`src/iobus_cfg.svh`:
```
// Build-time constants of the IO bus: serial bit timing, request buffer size, register decode
`ifndef IOBUS_CFG_SVH
`define IOBUS_CFG_SVH

// Clock cycles per serial bit, must stay at 8 or more
`define IOBUS_CLKS_PER_BIT 16

// Request buffer holds 2**AW entries
`define IOBUS_FIFO_AW 2

// Address bit that selects the LED register
`define IOBUS_LED_ADR_BIT 2

// Address bit that selects the serial transmit register
`define IOBUS_TX_ADR_BIT 3

`endif
```
`src/io_pkg.sv`:
```
// IO-side types: LED colour, host commands and the state encodings of the two FSMs
`default_nettype none

package io_pkg;

   // Red in bit 0, green in bit 1, blue in bit 2, same order as LED register data
   typedef logic [2:0] led_rgb_t;

   typedef logic [7:0] tx_byte_t;   // Serial payload

   typedef enum logic {
      CMD_TX_BYTE,                  // Send one byte on the serial pin
      CMD_LED                       // Write the LED register
   } io_cmd_kind_t;

   // Host command, valid with cmd_stb
   typedef struct packed {
      io_cmd_kind_t kind;
      tx_byte_t     data;           // Byte for CMD_TX_BYTE
      led_rgb_t     rgb;            // Colour for CMD_LED
      logic         blue_uart;      // Blue follows rx when set
      logic         set_src;        // Update blue source only when set
   } io_cmd_t;

   // Command sequencer
   typedef enum logic {SEQ_IDLE, SEQ_SEND} seq_state_t;

   // Bus master
   typedef enum logic {MST_IDLE, MST_CYCLE} mst_state_t;

endpackage

`default_nettype wire

```
`src/wb_pkg.sv`:
```
// Bus-side types shared by the request producer, the buffer, the master and the IO slave
`default_nettype none

package wb_pkg;

   // Byte address as seen on the bus
   typedef logic [31:0] wb_adr_t;

   // Write data word
   typedef logic [31:0] wb_dat_t;

   // One select bit per byte lane
   typedef logic [3:0] wb_sel_t;

   // A single queued write
   typedef struct packed {
      wb_adr_t adr;                 // Target register
      wb_dat_t dat;                 // Value to write
      wb_sel_t sel;                 // Lanes to update
   } wb_req_t;

endpackage

`default_nettype wire

```
`src/iobus_top.sv`:
```
// IO bus top: command sequencer feeding a request FIFO, Wishbone master and IO registers
`timescale 1ns/100ps
`default_nettype none

module iobus_top
   import wb_pkg::*;
   import io_pkg::*;
(
   input  logic    CLK_I,
   input  logic    rst,
   input  io_cmd_t cmd,
   input  logic    cmd_stb,
   output logic    busy,
   input  logic    rx,
   output logic    tx,
   output logic    led_red,
   output logic    led_green,
   output logic    led_blue
);

   wb_req_t seq_req;      // Sequencer to FIFO
   logic    seq_push;
   wb_req_t fifo_head;    // FIFO to master
   logic    fifo_not_empty;
   logic    fifo_pop;
   logic    wb_cyc;       // Master to slave
   logic    wb_stb;
   logic    wb_we;
   wb_adr_t wb_adr;
   wb_dat_t wb_dat;
   wb_sel_t wb_sel;
   logic    wb_ack;

   uart_tx_sequencer i_uart_tx_sequencer (
      .CLK_I   (CLK_I),
      .rst     (rst),
      .cmd     (cmd),
      .cmd_stb (cmd_stb),
      .req     (seq_req),
      .push    (seq_push),
      .busy    (busy)
   );

   bus_req_fifo i_bus_req_fifo (
      .CLK_I     (CLK_I),
      .rst       (rst),
      .push      (seq_push),
      .wr_req    (seq_req),
      .pop       (fifo_pop),
      .rd_req    (fifo_head),
      .not_empty (fifo_not_empty)
   );

   wb_master i_wb_master (
      .CLK_I     (CLK_I),
      .rst       (rst),
      .not_empty (fifo_not_empty),
      .head      (fifo_head),
      .pop       (fifo_pop),
      .cyc       (wb_cyc),
      .stb       (wb_stb),
      .we        (wb_we),
      .adr       (wb_adr),
      .dat       (wb_dat),
      .sel       (wb_sel),
      .ack       (wb_ack)
   );

   io_regs i_io_regs (
      .CLK_I     (CLK_I),
      .rst       (rst),
      .cyc       (wb_cyc),
      .stb       (wb_stb),
      .we        (wb_we),
      .adr       (wb_adr),
      .dat       (wb_dat),
      .sel       (wb_sel),
      .ack       (wb_ack),
      .rx        (rx),
      .tx        (tx),
      .led_red   (led_red),
      .led_green (led_green),
      .led_blue  (led_blue)
   );

endmodule

`default_nettype wire

```
`src/io_regs.sv`:
```
// Wishbone IO slave: LED register, serial transmit pin, blue LED source and rx synchroniser
`timescale 1ns/100ps
`default_nettype none
`include "iobus_cfg.svh"

module io_regs
   import wb_pkg::*;
   import io_pkg::*;
(
   input  logic    CLK_I,
   input  logic    rst,
   input  logic    cyc,
   input  logic    stb,
   input  logic    we,
   input  wb_adr_t adr,
   input  wb_dat_t dat,
   input  wb_sel_t sel,
   output logic    ack,
   input  logic    rx,
   output logic    tx,
   output logic    led_red,
   output logic    led_green,
   output logic    led_blue
);

   led_rgb_t led_q;          // Written colour
   logic     blue_uart;      // Blue mirrors rx when set
   logic     rx_meta;        // First sync stage
   logic     rx_sync;        // Safe to use
   logic     wr_first;       // First stb cycle of a write
   logic     led_wr;
   logic     tx_wr;

   // Ack still low marks the first stb cycle, so each cycle writes once
   assign wr_first = cyc & stb & we & ~ack;
   assign led_wr   = wr_first & adr[`IOBUS_LED_ADR_BIT];
   assign tx_wr    = wr_first & adr[`IOBUS_TX_ADR_BIT] & sel[0];

   // One-shot ack the cycle after stb rises
   always_ff @(posedge CLK_I) begin
      if (rst) begin
         ack <= 1'b0;
      end else begin
         ack <= cyc & stb & ~ack;
      end
   end

   // LED register and blue source
   always_ff @(posedge CLK_I) begin
      if (rst) begin
         led_q     <= '0;            // All off
         blue_uart <= 1'b0;
      end else if (led_wr) begin
         if (sel[0]) begin
            led_q <= dat[2:0];
         end
         if (sel[3]) begin
            blue_uart <= dat[31];    // Lane 3 carries the source flag
         end
      end
   end

   // Transmit pin, idles as mark
   always_ff @(posedge CLK_I) begin
      if (rst) begin
         tx <= 1'b1;
      end else if (tx_wr) begin
         tx <= dat[0];
      end
   end

   // Two flops against metastability
   always_ff @(posedge CLK_I) begin
      if (rst) begin
         rx_meta <= 1'b1;
         rx_sync <= 1'b1;
      end else begin
         rx_meta <= rx;
         rx_sync <= rx_meta;
      end
   end

   assign led_red   = led_q[0];
   assign led_green = led_q[1];
   assign led_blue  = blue_uart ? rx_sync : led_q[2];   // Loopback view of rx

endmodule

`default_nettype wire

```
`src/wb_master.sv`:
```
// Single Wishbone master, one classic write cycle per buffered request
`timescale 1ns/100ps
`default_nettype none

module wb_master
   import wb_pkg::*;
   import io_pkg::*;
(
   input  logic    CLK_I,
   input  logic    rst,
   input  logic    not_empty,
   input  wb_req_t head,
   output logic    pop,
   output logic    cyc,
   output logic    stb,
   output logic    we,
   output wb_adr_t adr,
   output wb_dat_t dat,
   output wb_sel_t sel,
   input  logic    ack
);

   mst_state_t state;
   logic       active;

   // Take the head as soon as the bus is free
   assign pop = (state == MST_IDLE) & not_empty;

   // All three strobes rise and fall together, writes only
   assign active = (state == MST_CYCLE);
   assign cyc    = active;
   assign stb    = active;
   assign we     = active;

   always_ff @(posedge CLK_I) begin
      if (rst) begin
         state <= MST_IDLE;
      end else begin
         case (state)
            MST_IDLE: begin
               if (not_empty) begin
                  state <= MST_CYCLE;   // Strobes up next cycle
               end
            end
            MST_CYCLE: begin
               if (ack) begin
                  state <= MST_IDLE;    // Leaves at least one idle cycle
               end
            end
            default: state <= MST_IDLE;
         endcase
      end
   end

   // Address, data and lanes held for the whole cycle
   always_ff @(posedge CLK_I) begin
      if (pop) begin
         adr <= head.adr;
         dat <= head.dat;
         sel <= head.sel;
      end
   end

endmodule

`default_nettype wire

```
`src/bus_req_fifo.sv`:
```
// Small synchronous FIFO carrying bus write requests from sequencer to master
`timescale 1ns/100ps
`default_nettype none
`include "iobus_cfg.svh"

module bus_req_fifo
   import wb_pkg::*;
(
   input  logic    CLK_I,
   input  logic    rst,
   input  logic    push,
   input  wb_req_t wr_req,
   input  logic    pop,
   output wb_req_t rd_req,
   output logic    not_empty
);

   localparam int AW    = `IOBUS_FIFO_AW;
   localparam int DEPTH = 1 << AW;

   wb_req_t       mem [DEPTH];
   logic [AW-1:0] wr_ptr;
   logic [AW-1:0] rd_ptr;
   logic [AW:0]   count;          // One bit wider to tell full from empty
   logic          full;
   logic          do_push;
   logic          do_pop;

   assign full      = (count == (AW+1)'(DEPTH));
   assign not_empty = (count != '0);
   assign do_push   = push & ~full;      // Lost when full
   assign do_pop    = pop & not_empty;

   assign rd_req = mem[rd_ptr];          // Head shown without delay

   // Storage
   always_ff @(posedge CLK_I) begin
      if (do_push) begin
         mem[wr_ptr] <= wr_req;
      end
   end

   // Pointers and fill level
   always_ff @(posedge CLK_I) begin
      if (rst) begin
         wr_ptr <= '0;
         rd_ptr <= '0;
         count  <= '0;
      end else begin
         if (do_push) begin
            wr_ptr <= wr_ptr + 1'b1;     // Wraps at DEPTH
         end
         if (do_pop) begin
            rd_ptr <= rd_ptr + 1'b1;
         end
         // Simultaneous push and pop keep the level
         count <= count + (AW+1)'(do_push) - (AW+1)'(do_pop);
      end
   end

endmodule

`default_nettype wire

```
`src/uart_tx_sequencer.sv`:
```
// Turns host commands into bus write requests, paced one per serial bit period
`timescale 1ns/100ps
`default_nettype none
`include "iobus_cfg.svh"

module uart_tx_sequencer
   import wb_pkg::*;
   import io_pkg::*;
(
   input  logic    CLK_I,
   input  logic    rst,
   input  io_cmd_t cmd,
   input  logic    cmd_stb,
   output wb_req_t req,
   output logic    push,
   output logic    busy
);

   localparam int CNT_W = $clog2(`IOBUS_CLKS_PER_BIT);
   localparam logic [CNT_W-1:0] CNT_LOAD = CNT_W'(`IOBUS_CLKS_PER_BIT - 1);

   seq_state_t       state;
   logic [CNT_W-1:0] cnt;          // Cycles left in current bit period
   logic [3:0]       bit_idx;      // Frame bit last issued, 0 start .. 9 stop
   tx_byte_t         shreg;        // Remaining data bits, LSB next
   logic             accept;
   logic             step;

   // Write of one line level to the transmit register
   function automatic wb_req_t tx_req(input logic level);
      wb_req_t r;
      r = '0;
      r.adr[`IOBUS_TX_ADR_BIT] = 1'b1;
      r.dat[0] = level;
      r.sel = 4'b0001;
      return r;
   endfunction

   // LED register write, lane 3 only if blue source is to change
   function automatic wb_req_t led_req(input io_cmd_t c);
      wb_req_t r;
      r = '0;
      r.adr[`IOBUS_LED_ADR_BIT] = 1'b1;
      r.dat[2:0] = c.rgb;
      r.dat[31] = c.blue_uart;
      r.sel = {c.set_src, 3'b001};
      return r;
   endfunction

   assign accept = cmd_stb & (state == SEQ_IDLE);   // Busy drops the command
   assign step   = (state == SEQ_SEND) && (cnt == '0) && (bit_idx != 4'd9);
   assign busy   = (state != SEQ_IDLE);

   always_ff @(posedge CLK_I) begin
      if (rst) begin
         state   <= SEQ_IDLE;
         push    <= 1'b0;
         cnt     <= '0;
         bit_idx <= '0;
      end else begin
         push <= 1'b0;                              // One-cycle strobe
         case (state)
            SEQ_IDLE: begin
               if (accept) begin
                  state   <= SEQ_SEND;
                  push    <= 1'b1;                  // First request right away
                  cnt     <= CNT_LOAD;
                  // LED write is a frame of one, jump straight to last index
                  bit_idx <= (cmd.kind == CMD_LED) ? 4'd9 : 4'd0;
               end
            end
            SEQ_SEND: begin
               if (cnt != '0) begin
                  cnt <= cnt - 1'b1;
               end else if (bit_idx == 4'd9) begin
                  state <= SEQ_IDLE;                // Last period elapsed
               end else begin
                  push    <= 1'b1;
                  cnt     <= CNT_LOAD;
                  bit_idx <= bit_idx + 4'd1;
               end
            end
            default: state <= SEQ_IDLE;
         endcase
      end
   end

   // Request word and byte copy
   always_ff @(posedge CLK_I) begin
      if (accept) begin
         shreg <= cmd.data;
         req   <= (cmd.kind == CMD_LED) ? led_req(cmd) : tx_req(1'b0);  // Start bit is 0
      end else if (step) begin
         req   <= tx_req((bit_idx == 4'd8) ? 1'b1 : shreg[0]);          // Stop bit after bit 7
         shreg <= shreg >> 1;
      end
   end

endmodule

`default_nettype wire

```
`config.mk`:
```
export PLATFORM = sky130hd
export DESIGN_NAME = iobus_top
export DESIGN_NICKNAME = d
export VERILOG_FILES = /design/src/io_pkg.sv /design/src/wb_pkg.sv /design/src/iobus_top.sv /design/src/io_regs.sv /design/src/wb_master.sv /design/src/bus_req_fifo.sv /design/src/uart_tx_sequencer.sv
export VERILOG_INCLUDE_DIRS = /design/src
export SDC_FILE = /design/constraint.sdc
export NUM_CORES = 1
export LEC_CHECK = 0
export ABC_CLOCK_PERIOD_IN_PS = 3050
export BUFFER_PORTS_ARGS = -buffer_cell sky130_fd_sc_hd__buf_2
export CAP_MARGIN = 20
export CORE_AREA = 8 8 199 201
export DETAILED_ROUTE_END_ITERATION = 8
export DIE_AREA = 0 0 207 209
export GPL_ROUTABILITY_DRIVEN = 0
export PLACE_DENSITY_LB_ADDON = 0.12
export RECOVER_POWER = 50
export SLEW_MARGIN = 20
export SYNTH_ARGS = -nofsm -noshare
export SYNTH_HDL_FRONTEND = slang
export SYNTH_HIERARCHICAL = 1
export SYNTH_SLANG_ARGS = --single-unit
```
`constraint.sdc`:
```
create_clock -name CLK_I -period 3.05 [get_ports CLK_I]
set_input_delay 0.1525 -clock CLK_I [delete_from_list [all_inputs] [get_ports CLK_I]]
set_output_delay 0.1525 -clock CLK_I [all_outputs]
set_load 0.01 [all_outputs]
```
==> results.py, run 1 <==
metrics = {
    "place": {
        "place_inst": 721,
        "portBuffers": 22,
        "dpl.hpwl_mm": 5.198,
    },
    "floorplanning": {
        "coreArea_sq_mm": 0.03626,
        "dieArea_sq_mm": 0.04326,
        "die_w_um": 207,
        "num_rows": 70,
        "die_h_um": 209,
        "pin_count": 23,
        "start_util_pct": 9.562,
    },
    "hold_path": {
        "holdPathStages": 2,
        "hold_path.class": "input port to flop",
    },
    "clocking": {
        "path_clk_slew_ns": 0.07,
        "cts_tree": "done",
        "h-tree-depth": 3,
        "insertion_delay_ns": 0.35,
        "cts_root_buffer": "clkbuf_16",
        "numCtsBuffers": 9,
        "cts.sinks": 83,
        "cts_resized": 0,
        "clockBufferDepth": 2,
    },
    "grt": {
        "met1_usage_pct": 4.726,
        "grt-ovfl-total": 0,
        "grt_pass1_vias": 2021,
        "grt_usage_pct": 3.683,
        "antenna_found_initial": 0,
        "gr-usage-met3_pct": 1.721,
        "grt_busiest_layer": "met2",
        "grt_max_degree": 31,
        "grt_pass1_wl_mm": 12.05,
        "grt_util_met2_pct": 5.240,
    },
    "power_and_ir_drop": {
        "cellPowerDensity_mw_per_mm2": 697.8,
        "irDropWorstVdd_mv": 0.2715,
        "total_power_mw": 3.025,
        "power_leakage_nw": 1.394,
    },
    "final_layout": {
        "area_delta_synth_final_pct": 25.05,
        "multi_input_area_sq_mm": 0.001076,
        "fin_cells": 738,
        "drive_gt1_share_pct": 19.26,
        "diodes": 0,
        "regArea_sq_mm": 0.002212,
        "nFillCells": 4166,
        "nets": 294,
    },
    "flow_run": {
        "drv_cap": 0,
    },
    "routing": {
        "wire_per_inst_um": 10.20,
        "drc": 0,
        "totalWireLength_mm": 7.530,
        "drtIter0Drc": 82,
        "antenna_left": 0,
        "vias_per_cell": 2.584,
        "num_vias": 1907,
        "firstDrtPassIters": 4,
    },
    "sta": {
        "hold_violations": 0,
        "grt_setup_unrepaired": "no",
        "slew_headroom_pct": 42.81,
        "final-setup-viol-count": 0,
        "fmax_mhz": 373.5,
        "tightest_slew_ns": 0.8578,
        "fin_tns_setup_ns": 0,
        "worst_clock_skew_ns": 0.008027,
        "slew_violations": 0,
        "whs_ns": 0.08467,
        "min_period_ns": 2.677,
        "final.period_utilization_pct": 87.78,
    },
    "worst_setup_path": {
        "r2r_cells": 11,
        "end_kind": "flop",
        "worstSetupStartpointType": "flop",
        "timing_worst_setup_path_type": "flop to flop",
        "crit_required_ns": 3.32,
        "worstPathMaxFanout": 10,
        "cp.arrival_ns": 2.94,
    },
    "synthesis": {
        "yosysWarningCount": 6,
        "syn-mean-instance-area_sq_um": 14.15,
        "netlist_area_sq_mm": 0.003467,
        "synth_nets": 274,
        "synthCells": 245,
    },
    "status": {
        "status": "finished, final reports clean",
    },
}
==> final cells by class <==
class	count	share of cell area, %
clock inverters	7	1.183
repair buffers	26	2.973
clock buffers	9	5.195
flip-flops and latches	83	51.02
inverters	15	1.299
multi-input cells	130	24.82
well taps	468	13.51
==> registers in the layout, indices dropped and copies added, names as in the netlist, 3 cells and up, named ones only <==
name / cells
i_bus_req_fifo/count: 3
i_uart_tx_sequencer/cnt: 4
i_io_regs/led_q: 3
i_wb_master/dat: 4
i_uart_tx_sequencer/req: 7
i_uart_tx_sequencer/bit_idx: 4
i_uart_tx_sequencer/shreg: 8
i_bus_req_fifo/mem: 32
==> power by group <==
group          switching [mW]  internal, mW  total (mW)
combinational           0.216         0.204       0.420
sequential              0.161          1.41        1.57
clock                   0.478         0.556        1.03
total                   0.855          2.17        3.03
==> through the flow <==
step                      cell area [sq um]  util, %  setup slack, ns
after floorplan                        3467        -           0.5910
after global placement                 4070    11.23           0.4596
after detailed placement               4070    11.23           0.4023
after CTS                              4357    12.02           0.3937
after global routing                   4335    11.96           0.1743
final                                  4335    11.96           0.3728
==> path summary, 6_finish.rpt <==
check | start | end | slack, ns
worst max-delay path | i_bus_req_fifo/count[1] | i_bus_req_fifo/count[2] | 0.37
worst min-delay path | cmd[12] | i_uart_tx_sequencer/shreg[7] | 0.08
worst max register to register | i_bus_req_fifo/count[1] | i_bus_req_fifo/count[2] | 0.37
worst min register to register | i_io_regs/rx_meta | i_io_regs/rx_sync | 0.42
==> metal layers <==
layer,up-vias,share of wire (%)
met2,33,43
met5,-,0
met1,939,51
li1,927,-
met3,8,4.3
met4,0,1.4
==> critical path: stages, from the launching register on <==
cell	delay, ns
dfxtp_1	0.38
or3_1	0.42
and2b_1	0.31
o31a_1	0.19
ha_1	0.27
inv_1	0.06
ha_1	0.13
inv_1	0.05
fa_1	0.37
xor2_1	0.16
and2_1	0.16
nor3_1	0.11
==> repair_timing <==
action,4_1_cts,5_1_grt
hold buffers,1,0
buffers inserted,0,0
hold endpoints to repair,1,0
==> placed cells by master (no fill, tap or decap), types with 2 or more instances in the layout <==
| master | n |
|---|---|
| clkinv_1 | 2 |
| mux2i_1 | 2 |
| clkbuf_16 | 9 |
| nor3_1 | 4 |
| xor2_1 | 3 |
| ha_1 | 10 |
| a31oi_1 | 2 |
| mux2_1 | 7 |
| and2_1 | 7 |
| edfxtp_1 | 55 |
| mux2_2 | 2 |
| and3_1 | 4 |
| a21oi_1 | 9 |
| or2_2 | 2 |
| mux4_2 | 8 |
| nor2b_1 | 2 |
| nor2_1 | 18 |
| xnor2_1 | 2 |
| o31a_1 | 2 |
| clkbuf_1 | 7 |
| inv_6 | 2 |
| nand2b_1 | 2 |
| nand4_1 | 5 |
| a211oi_1 | 4 |
| dfxtp_1 | 28 |
| o21a_1 | 2 |
| nand2_1 | 4 |
| buf_2 | 17 |
| inv_1 | 14 |
| nand3_1 | 5 |
| o21ai_0 | 5 |
| clkinv_4 | 3 |
Note: power is estimated with default switching activity, not from simulation.
==> run 2, diff against run 1 <==
--- a/config.mk
+++ b/config.mk
@@ -9,9 +9,9 @@
 export ABC_CLOCK_PERIOD_IN_PS = 3050
 export BUFFER_PORTS_ARGS = -buffer_cell sky130_fd_sc_hd__buf_2
 export CAP_MARGIN = 20
-export CORE_AREA = 8 8 199 201
+export CORE_AREA = 8 8 188 190
 export DETAILED_ROUTE_END_ITERATION = 8
-export DIE_AREA = 0 0 207 209
+export DIE_AREA = 0 0 196 198
 export GPL_ROUTABILITY_DRIVEN = 0
 export PLACE_DENSITY_LB_ADDON = 0.12
 export RECOVER_POWER = 50
==> run 2 against run 1 <==
  * Register-to-register slack about the same
  * Sequential cell count is the same
  * First-iteration DRC count rose by 40%
  * Non-clock buffer count decreased by 1
  * Worst setup slack gained 0.013 ns
  * Global-route usage increased by 0.55 points
  * Total power up 5.1%
  * Sequential power is essentially flat
  * Via count decreased by 2.5%
  * Cell area shrank 0.87%
  * Clock skew is 0.0020 ns higher
  * Count of clock-buffer cells in the layout unchanged
  * Critical endpoint unchanged
  * Highest routed layer unchanged
==> results.py, run 2 (same netlist as run 1, synthesis figures left out) <==
metrics = {
    "worst_setup_path": {
        "max_stage_delay_ns": 0.41,
        "crit_path_top_delay_cell": "or3_1",
        "worstSetupStartpointType": "flop",
        "cp_cell_sequence": "or3_1 > and2b_1 > o31a_1 > ha_1 > inv_1 > ha_1 > inv_1 > fa_1 > xor2_1 > and2_1 > nor3_1",
        "end_kind": "flop",
        "cp.arrival_ns": 2.93,
        "crit_required_ns": 3.31,
        "timing_worst_setup_path_type": "flop to flop",
        "worstPathMaxFanout": 10,
    },
    "clocking": {
        "cts_root_buffer": "clkbuf_16",
        "h-tree-depth": 3,
        "clockBufferDepth": 2,
        "path_clk_slew_ns": 0.07,
        "cts.sinks": 83,
        "numCtsBuffers": 9,
        "cts_resized": 0,
        "cts_setup_buffers": 0,
        "insertion_delay_ns": 0.34,
        "cts_tree": "done",
    },
    "floorplanning": {
        "start_util_pct": 10.77,
        "die_w_um": 196,
        "pin_count": 23,
        "dieArea_sq_mm": 0.03881,
        "coreArea_sq_mm": 0.03221,
        "num_rows": 66,
        "die_h_um": 198,
    },
    "grt": {
        "grt_usage_pct": 4.228,
        "grt_pass1_wl_mm": 12.28,
        "grt-ovfl-total": 0,
        "grt_max_degree": 31,
        "grt_pass1_vias": 2104,
        "antenna_found_initial": 0,
    },
    "sta": {
        "final.period_utilization_pct": 87.36,
        "worst_clock_skew_ns": 0.01000,
        "tightest_slew_ns": 0.8469,
        "slew_violations": 0,
        "slew_headroom_pct": 43.54,
        "finalWorstSetupSlack_ns": 0.3856,
        "hold_violations": 0,
        "final-setup-viol-count": 0,
        "grt_setup_unrepaired": "no",
        "fin_tns_setup_ns": 0,
        "min_period_ns": 2.664,
        "fmax_mhz": 375.3,
    },
    "final_layout": {
        "layout_common_cells": "55 x edfxtp_1, 28 x dfxtp_1, 18 x nor2_1, 17 x buf_2, 14 x inv_1",
        "final_common_cell": "edfxtp_1",
        "area_delta_synth_final_pct": 23.96,
        "final_area_sq_mm": 0.004298,
        "nFillCells": 3622,
        "diodes": 0,
        "largest_reg_flops": 32,
        "largest-register": "i_bus_req_fifo/mem",
        "drive_gt1_share_pct": 19.70,
        "reg_top3": "i_bus_req_fifo/mem (32), i_uart_tx_sequencer/shreg (8), i_uart_tx_sequencer/req (7)",
        "utilization_pct": 13.35,
        "nets": 293,
    },
    "place": {
        "portBuffers": 22,
        "dp_slack_ns": 0.4523,
        "dpl.hpwl_mm": 5.118,
        "placed_area_sq_mm": 0.003988,
    },
    "routing": {
        "totalWireLength_mm": 7.583,
        "drc": 0,
        "firstDrtPassIters": 4,
        "vias_per_cell": 2.747,
        "num_vias": 1860,
        "drtIter0Drc": 115,
        "antenna_left": 0,
        "wire_per_inst_um": 11.20,
    },
    "hold_path": {
        "hold_path.class": "input port to flop",
    },
    "power_and_ir_drop": {
        "power_leakage_nw": 1.401,
        "total_power_mw": 3.179,
        "cellPowerDensity_mw_per_mm2": 739.7,
        "irDropWorstVdd_mv": 0.2591,
    },
    "status": {
        "status": "finished, final reports clean",
    },
    "flow_run": {
        "drv_cap": 0,
    },
}
[run 2: layout make-up]
type | count | area, sq um | share of cell area, %
flip-flops and latches | 83 | 2212 | 51.47
multi-input cells | 130 | 1075 | 25.01
well taps | 408 | 510.5 | 11.88
clock buffers | 9 | 225.2 | 5.240
repair buffers | 25 | 121.4 | 2.824
clock inverters | 7 | 97.59 | 2.271
inverters | 15 | 56.30 | 1.310
[run 2: layer usage]
metal | GRT usage (%) | up-vias | routed length [um]
li1 | - | 931 | -
met1 | 4.887 | 897 | 3693
met2 | 6.862 | 24 | 3561
met3 | 1.986 | 8 | 234
met4 | 1.348 | 0 | 94
met5 | 0 | - | 0
[run 2: repair_timing]
| action | 4_1_cts | 5_1_grt |
|---|---|---|
| setup endpoints to repair | 0 | 0 |
| hold buffers | 1 | 0 |
| endpoints found under the hold margin | 1 | 0 |
[run 2: worst max-delay path: cells and delay by family, from the launching register on]
| family | cells | cell delay, ns |
|---|---|---|
| and+or+nand+nor | 4 | 0.99 |
| xor gates and xnor gates | 1 | 0.16 |
| buffers and inverters | 2 | 0.11 |
| adders and majority gates | 3 | 0.77 |
| AOI/OAI and AO/OA | 1 | 0.19 |
| DFF | 1 | 0.37 |
[run 2: through the flow]
stage | hold slack, ns | instances
after global placement | 0.3408 | 660
final | 0.09911 | 677
after floorplan | 0.2310 | 245
after global routing | 0.07187 | 677
after CTS | 0.07555 | 677
after detailed placement | 0.3433 | 660
[run 2: where the power goes]
| part | internal, mW | switching (mW) | total, mW | leakage [nW] |
|---|---|---|---|---|
| clock network | 0.722 | 0.477 | 1.20 | 0.152 |
| logic | 0.203 | 0.211 | 0.414 | 0.505 |
| registers | 1.41 | 0.156 | 1.57 | 0.744 |
| total | 2.33 | 0.845 | 3.18 | 1.40 |
[run 2: path summary, 6_finish.rpt]
path / start / slack (ns) / to / cells past startpoint
setup / recovery: i_bus_req_fifo/count[1] / 0.39 / i_bus_req_fifo/count[2] / 11
hold reg to reg: i_io_regs/rx_meta / 0.42 / i_io_regs/rx_sync / 1
setup reg to reg: i_bus_req_fifo/count[1] / 0.39 / i_bus_req_fifo/count[2] / 11
hold / removal: cmd[7] / 0.1 / i_uart_tx_sequencer/shreg[2] / 2
==> run 3, diff against run 2 <==
==> constraint.sdc (replaced) <==
create_clock -name CLK_I -period 3.05 [get_ports CLK_I]
set_input_delay 0.4575 -clock CLK_I [delete_from_list [all_inputs] [get_ports CLK_I]]
set_output_delay 0.4575 -clock CLK_I [all_outputs]
set_load 0.01 [all_outputs]
==> run 3 against run 2 <==
  * The flow now finishes with violations (max-capacitance violations, max-slew violations)
  * Clock power about the same
  * Clock skew is essentially flat
  * Core utilization hardly changed
  * Sequential cell count unchanged
  * Register-to-register slack got worse by 0.02 ns
  * Wire length shrank 0.12%
  * Sequential power barely moved
  * Total power increased by 0.13%
  * Fmax shrank 0.76%
  * Count of clock-buffer cells in the layout did not move
  * Cell area barely moved
==> results.py, run 3 (same netlist as run 1, synthesis figures left out) <==
metrics = {
    "worst_setup_path": {
        "crit_required_ns": 3.21,
        "cp.depth": 11,
        "cp.arrival_ns": 2.84,
        "timing_worst_setup_path_type": "flop to flop",
        "end_kind": "flop",
        "worstSetupStartpointType": "flop",
        "r2r_setup_slack_ns": 0.37,
        "r2r_cells": 11,
        "crit_path_top_delay_cell": "or3_1",
        "path_buf_inv": 2,
        "max_stage_delay_ns": 0.41,
        "worstPathMaxFanout": 10,
        "cp_cell_sequence": "or3_1 > and2b_1 > o31a_1 > ha_1 > inv_1 > ha_1 > inv_1 > fa_1 > xor2_1 > and2_1 > nor3_1",
        "crit_family": "simple AND/OR/NAND/NOR gates",
    },
    "status": {
        "status": "complete, but fails checks",
        "violations": "max-capacitance violations, max-slew violations",
    },
    "clocking": {
        "cts_tree": "done",
        "cts_root_buffer": "clkbuf_16",
        "path_clk_slew_ns": 0.06,
        "insertion_delay_ns": 0.34,
        "cts.sinks": 83,
        "numCtsBuffers": 9,
        "cts_resized": 0,
        "h-tree-depth": 3,
        "cts_setup_buffers": 0,
        "clockBufferDepth": 2,
        "postCtsHoldBufs": 0,
    },
    "hold_path": {
        "hold_path.class": "input port to flop",
        "holdPathStages": 2,
    },
    "grt": {
        "grt_usage_pct": 4.224,
        "antenna_found_initial": 0,
        "grt_pass1_vias": 2099,
        "grt_pass1_wl_mm": 12.27,
        "grt_max_degree": 31,
        "grt-ovfl-total": 0,
    },
    "final_layout": {
        "final_common_cell": "edfxtp_1",
        "layout_common_cells": "55 x edfxtp_1, 28 x dfxtp_1, 18 x nor2_1, 18 x buf_2, 14 x inv_1",
        "reg_top3": "i_bus_req_fifo/mem (32), i_uart_tx_sequencer/shreg (8), i_uart_tx_sequencer/req (7)",
        "drive_gt1_share_pct": 21.27,
        "utilization_pct": 13.35,
        "largest-register": "i_bus_req_fifo/mem",
        "area_delta_synth_final_pct": 24.03,
        "diodes": 0,
        "largest_reg_flops": 32,
        "nets": 292,
    },
    "routing": {
        "drc": 0,
        "drtIter0Drc": 108,
        "num_vias": 1854,
        "firstDrtPassIters": 4,
        "totalWireLength_mm": 7.574,
        "wire_per_inst_um": 11.20,
        "vias_per_cell": 2.743,
        "antenna_left": 0,
    },
    "place": {
        "portBuffers": 22,
        "dpl.hpwl_mm": 5.118,
    },
    "sta": {
        "fin_tns_setup_ns": 0,
        "worst_clock_skew_ns": 0.01000,
        "min_period_ns": 2.685,
        "tightest_slew_ns": 1.542,
        "fmax_mhz": 372.5,
        "slew_headroom_pct": -2.807,
        "final-setup-viol-count": 0,
        "grt_setup_unrepaired": "no",
        "slew_violations": 31,
        "final.period_utilization_pct": 88.03,
        "hold_violations": 0,
    },
    "floorplanning": {
        "dieArea_sq_mm": 0.03881,
        "pin_count": 23,
        "num_rows": 66,
        "die_w_um": 196,
        "start_util_pct": 10.77,
        "die_h_um": 198,
        "coreArea_sq_mm": 0.03221,
    },
    "power_and_ir_drop": {
        "power_leakage_nw": 1.410,
        "irDropWorstVdd_mv": 0.2592,
        "cellPowerDensity_mw_per_mm2": 740.2,
    },
    "flow_run": {
        "drv_cap": 1,
    },
}
run 3: cell types whose count changed in the layout (fill, tap and decap cells not counted):
cell,change
o22ai_1,-1
buf_4,+1
and2_1,-1
a21boi_0,-1
clkbuf_1,-2
and4b_2,+1
dlygate4sd3_1,-1
a21boi_1,+1
and4b_1,-1
buf_2,+1
and2_0,+1
o22ai_2,+1
run 3: area by class of cell:
cell class                 count  area, sq um
fill                        3617        27910
timing repair buffer          24        116.4
clock buffer                   9        225.2
inverter                      15        56.30
multi-input combinational    130         1082
clock inverter                 7        97.59
sequential                    83         2212
tap                          408        510.5
run 3: metrics by stage:
stage                     std cells  power, mW  cell area, sq um  setup slack (ns)  hold slack [ns]
final                           676      3.183              4300            0.3651           0.3043
after global routing            676      3.390              4300            0.1419           0.2878
after CTS                       676      3.271              4310            0.4128           0.2825
after detailed placement        660      2.032              3988            0.4523           0.4010
after global placement          660      2.036              3988            0.4673           0.4093
after floorplan                 245      1.952              3467            0.5910           0.3895
run 3: report_power, final:
group	internal, mW	total [mW]	switching (mW)	leakage [nW]
logic	0.205	0.418	0.212	0.514
registers	1.41	1.57	0.156	0.744
clock network	0.722	1.20	0.478	0.152
total	2.34	3.18	0.846	1.41
run 3: final timing paths:
check                                from                       to
setup / recovery  i_bus_req_fifo/count[1]  i_bus_req_fifo/count[2]
hold / removal                         rx        i_io_regs/rx_meta
setup reg to reg  i_bus_req_fifo/count[1]  i_bus_req_fifo/count[2]
hold reg to reg         i_io_regs/rx_meta        i_io_regs/rx_sync
run 3: layer usage:
layer / vias to the layer above / global-route usage [%] / routed length (um)
met3: 8 / 1.986 / 273
met4: 0 / 1.348 / 94
met5: - / 0 / 0
li1: 929 / - / -
met2: 24 / 6.862 / 3576
met1: 893 / 4.877 / 3629
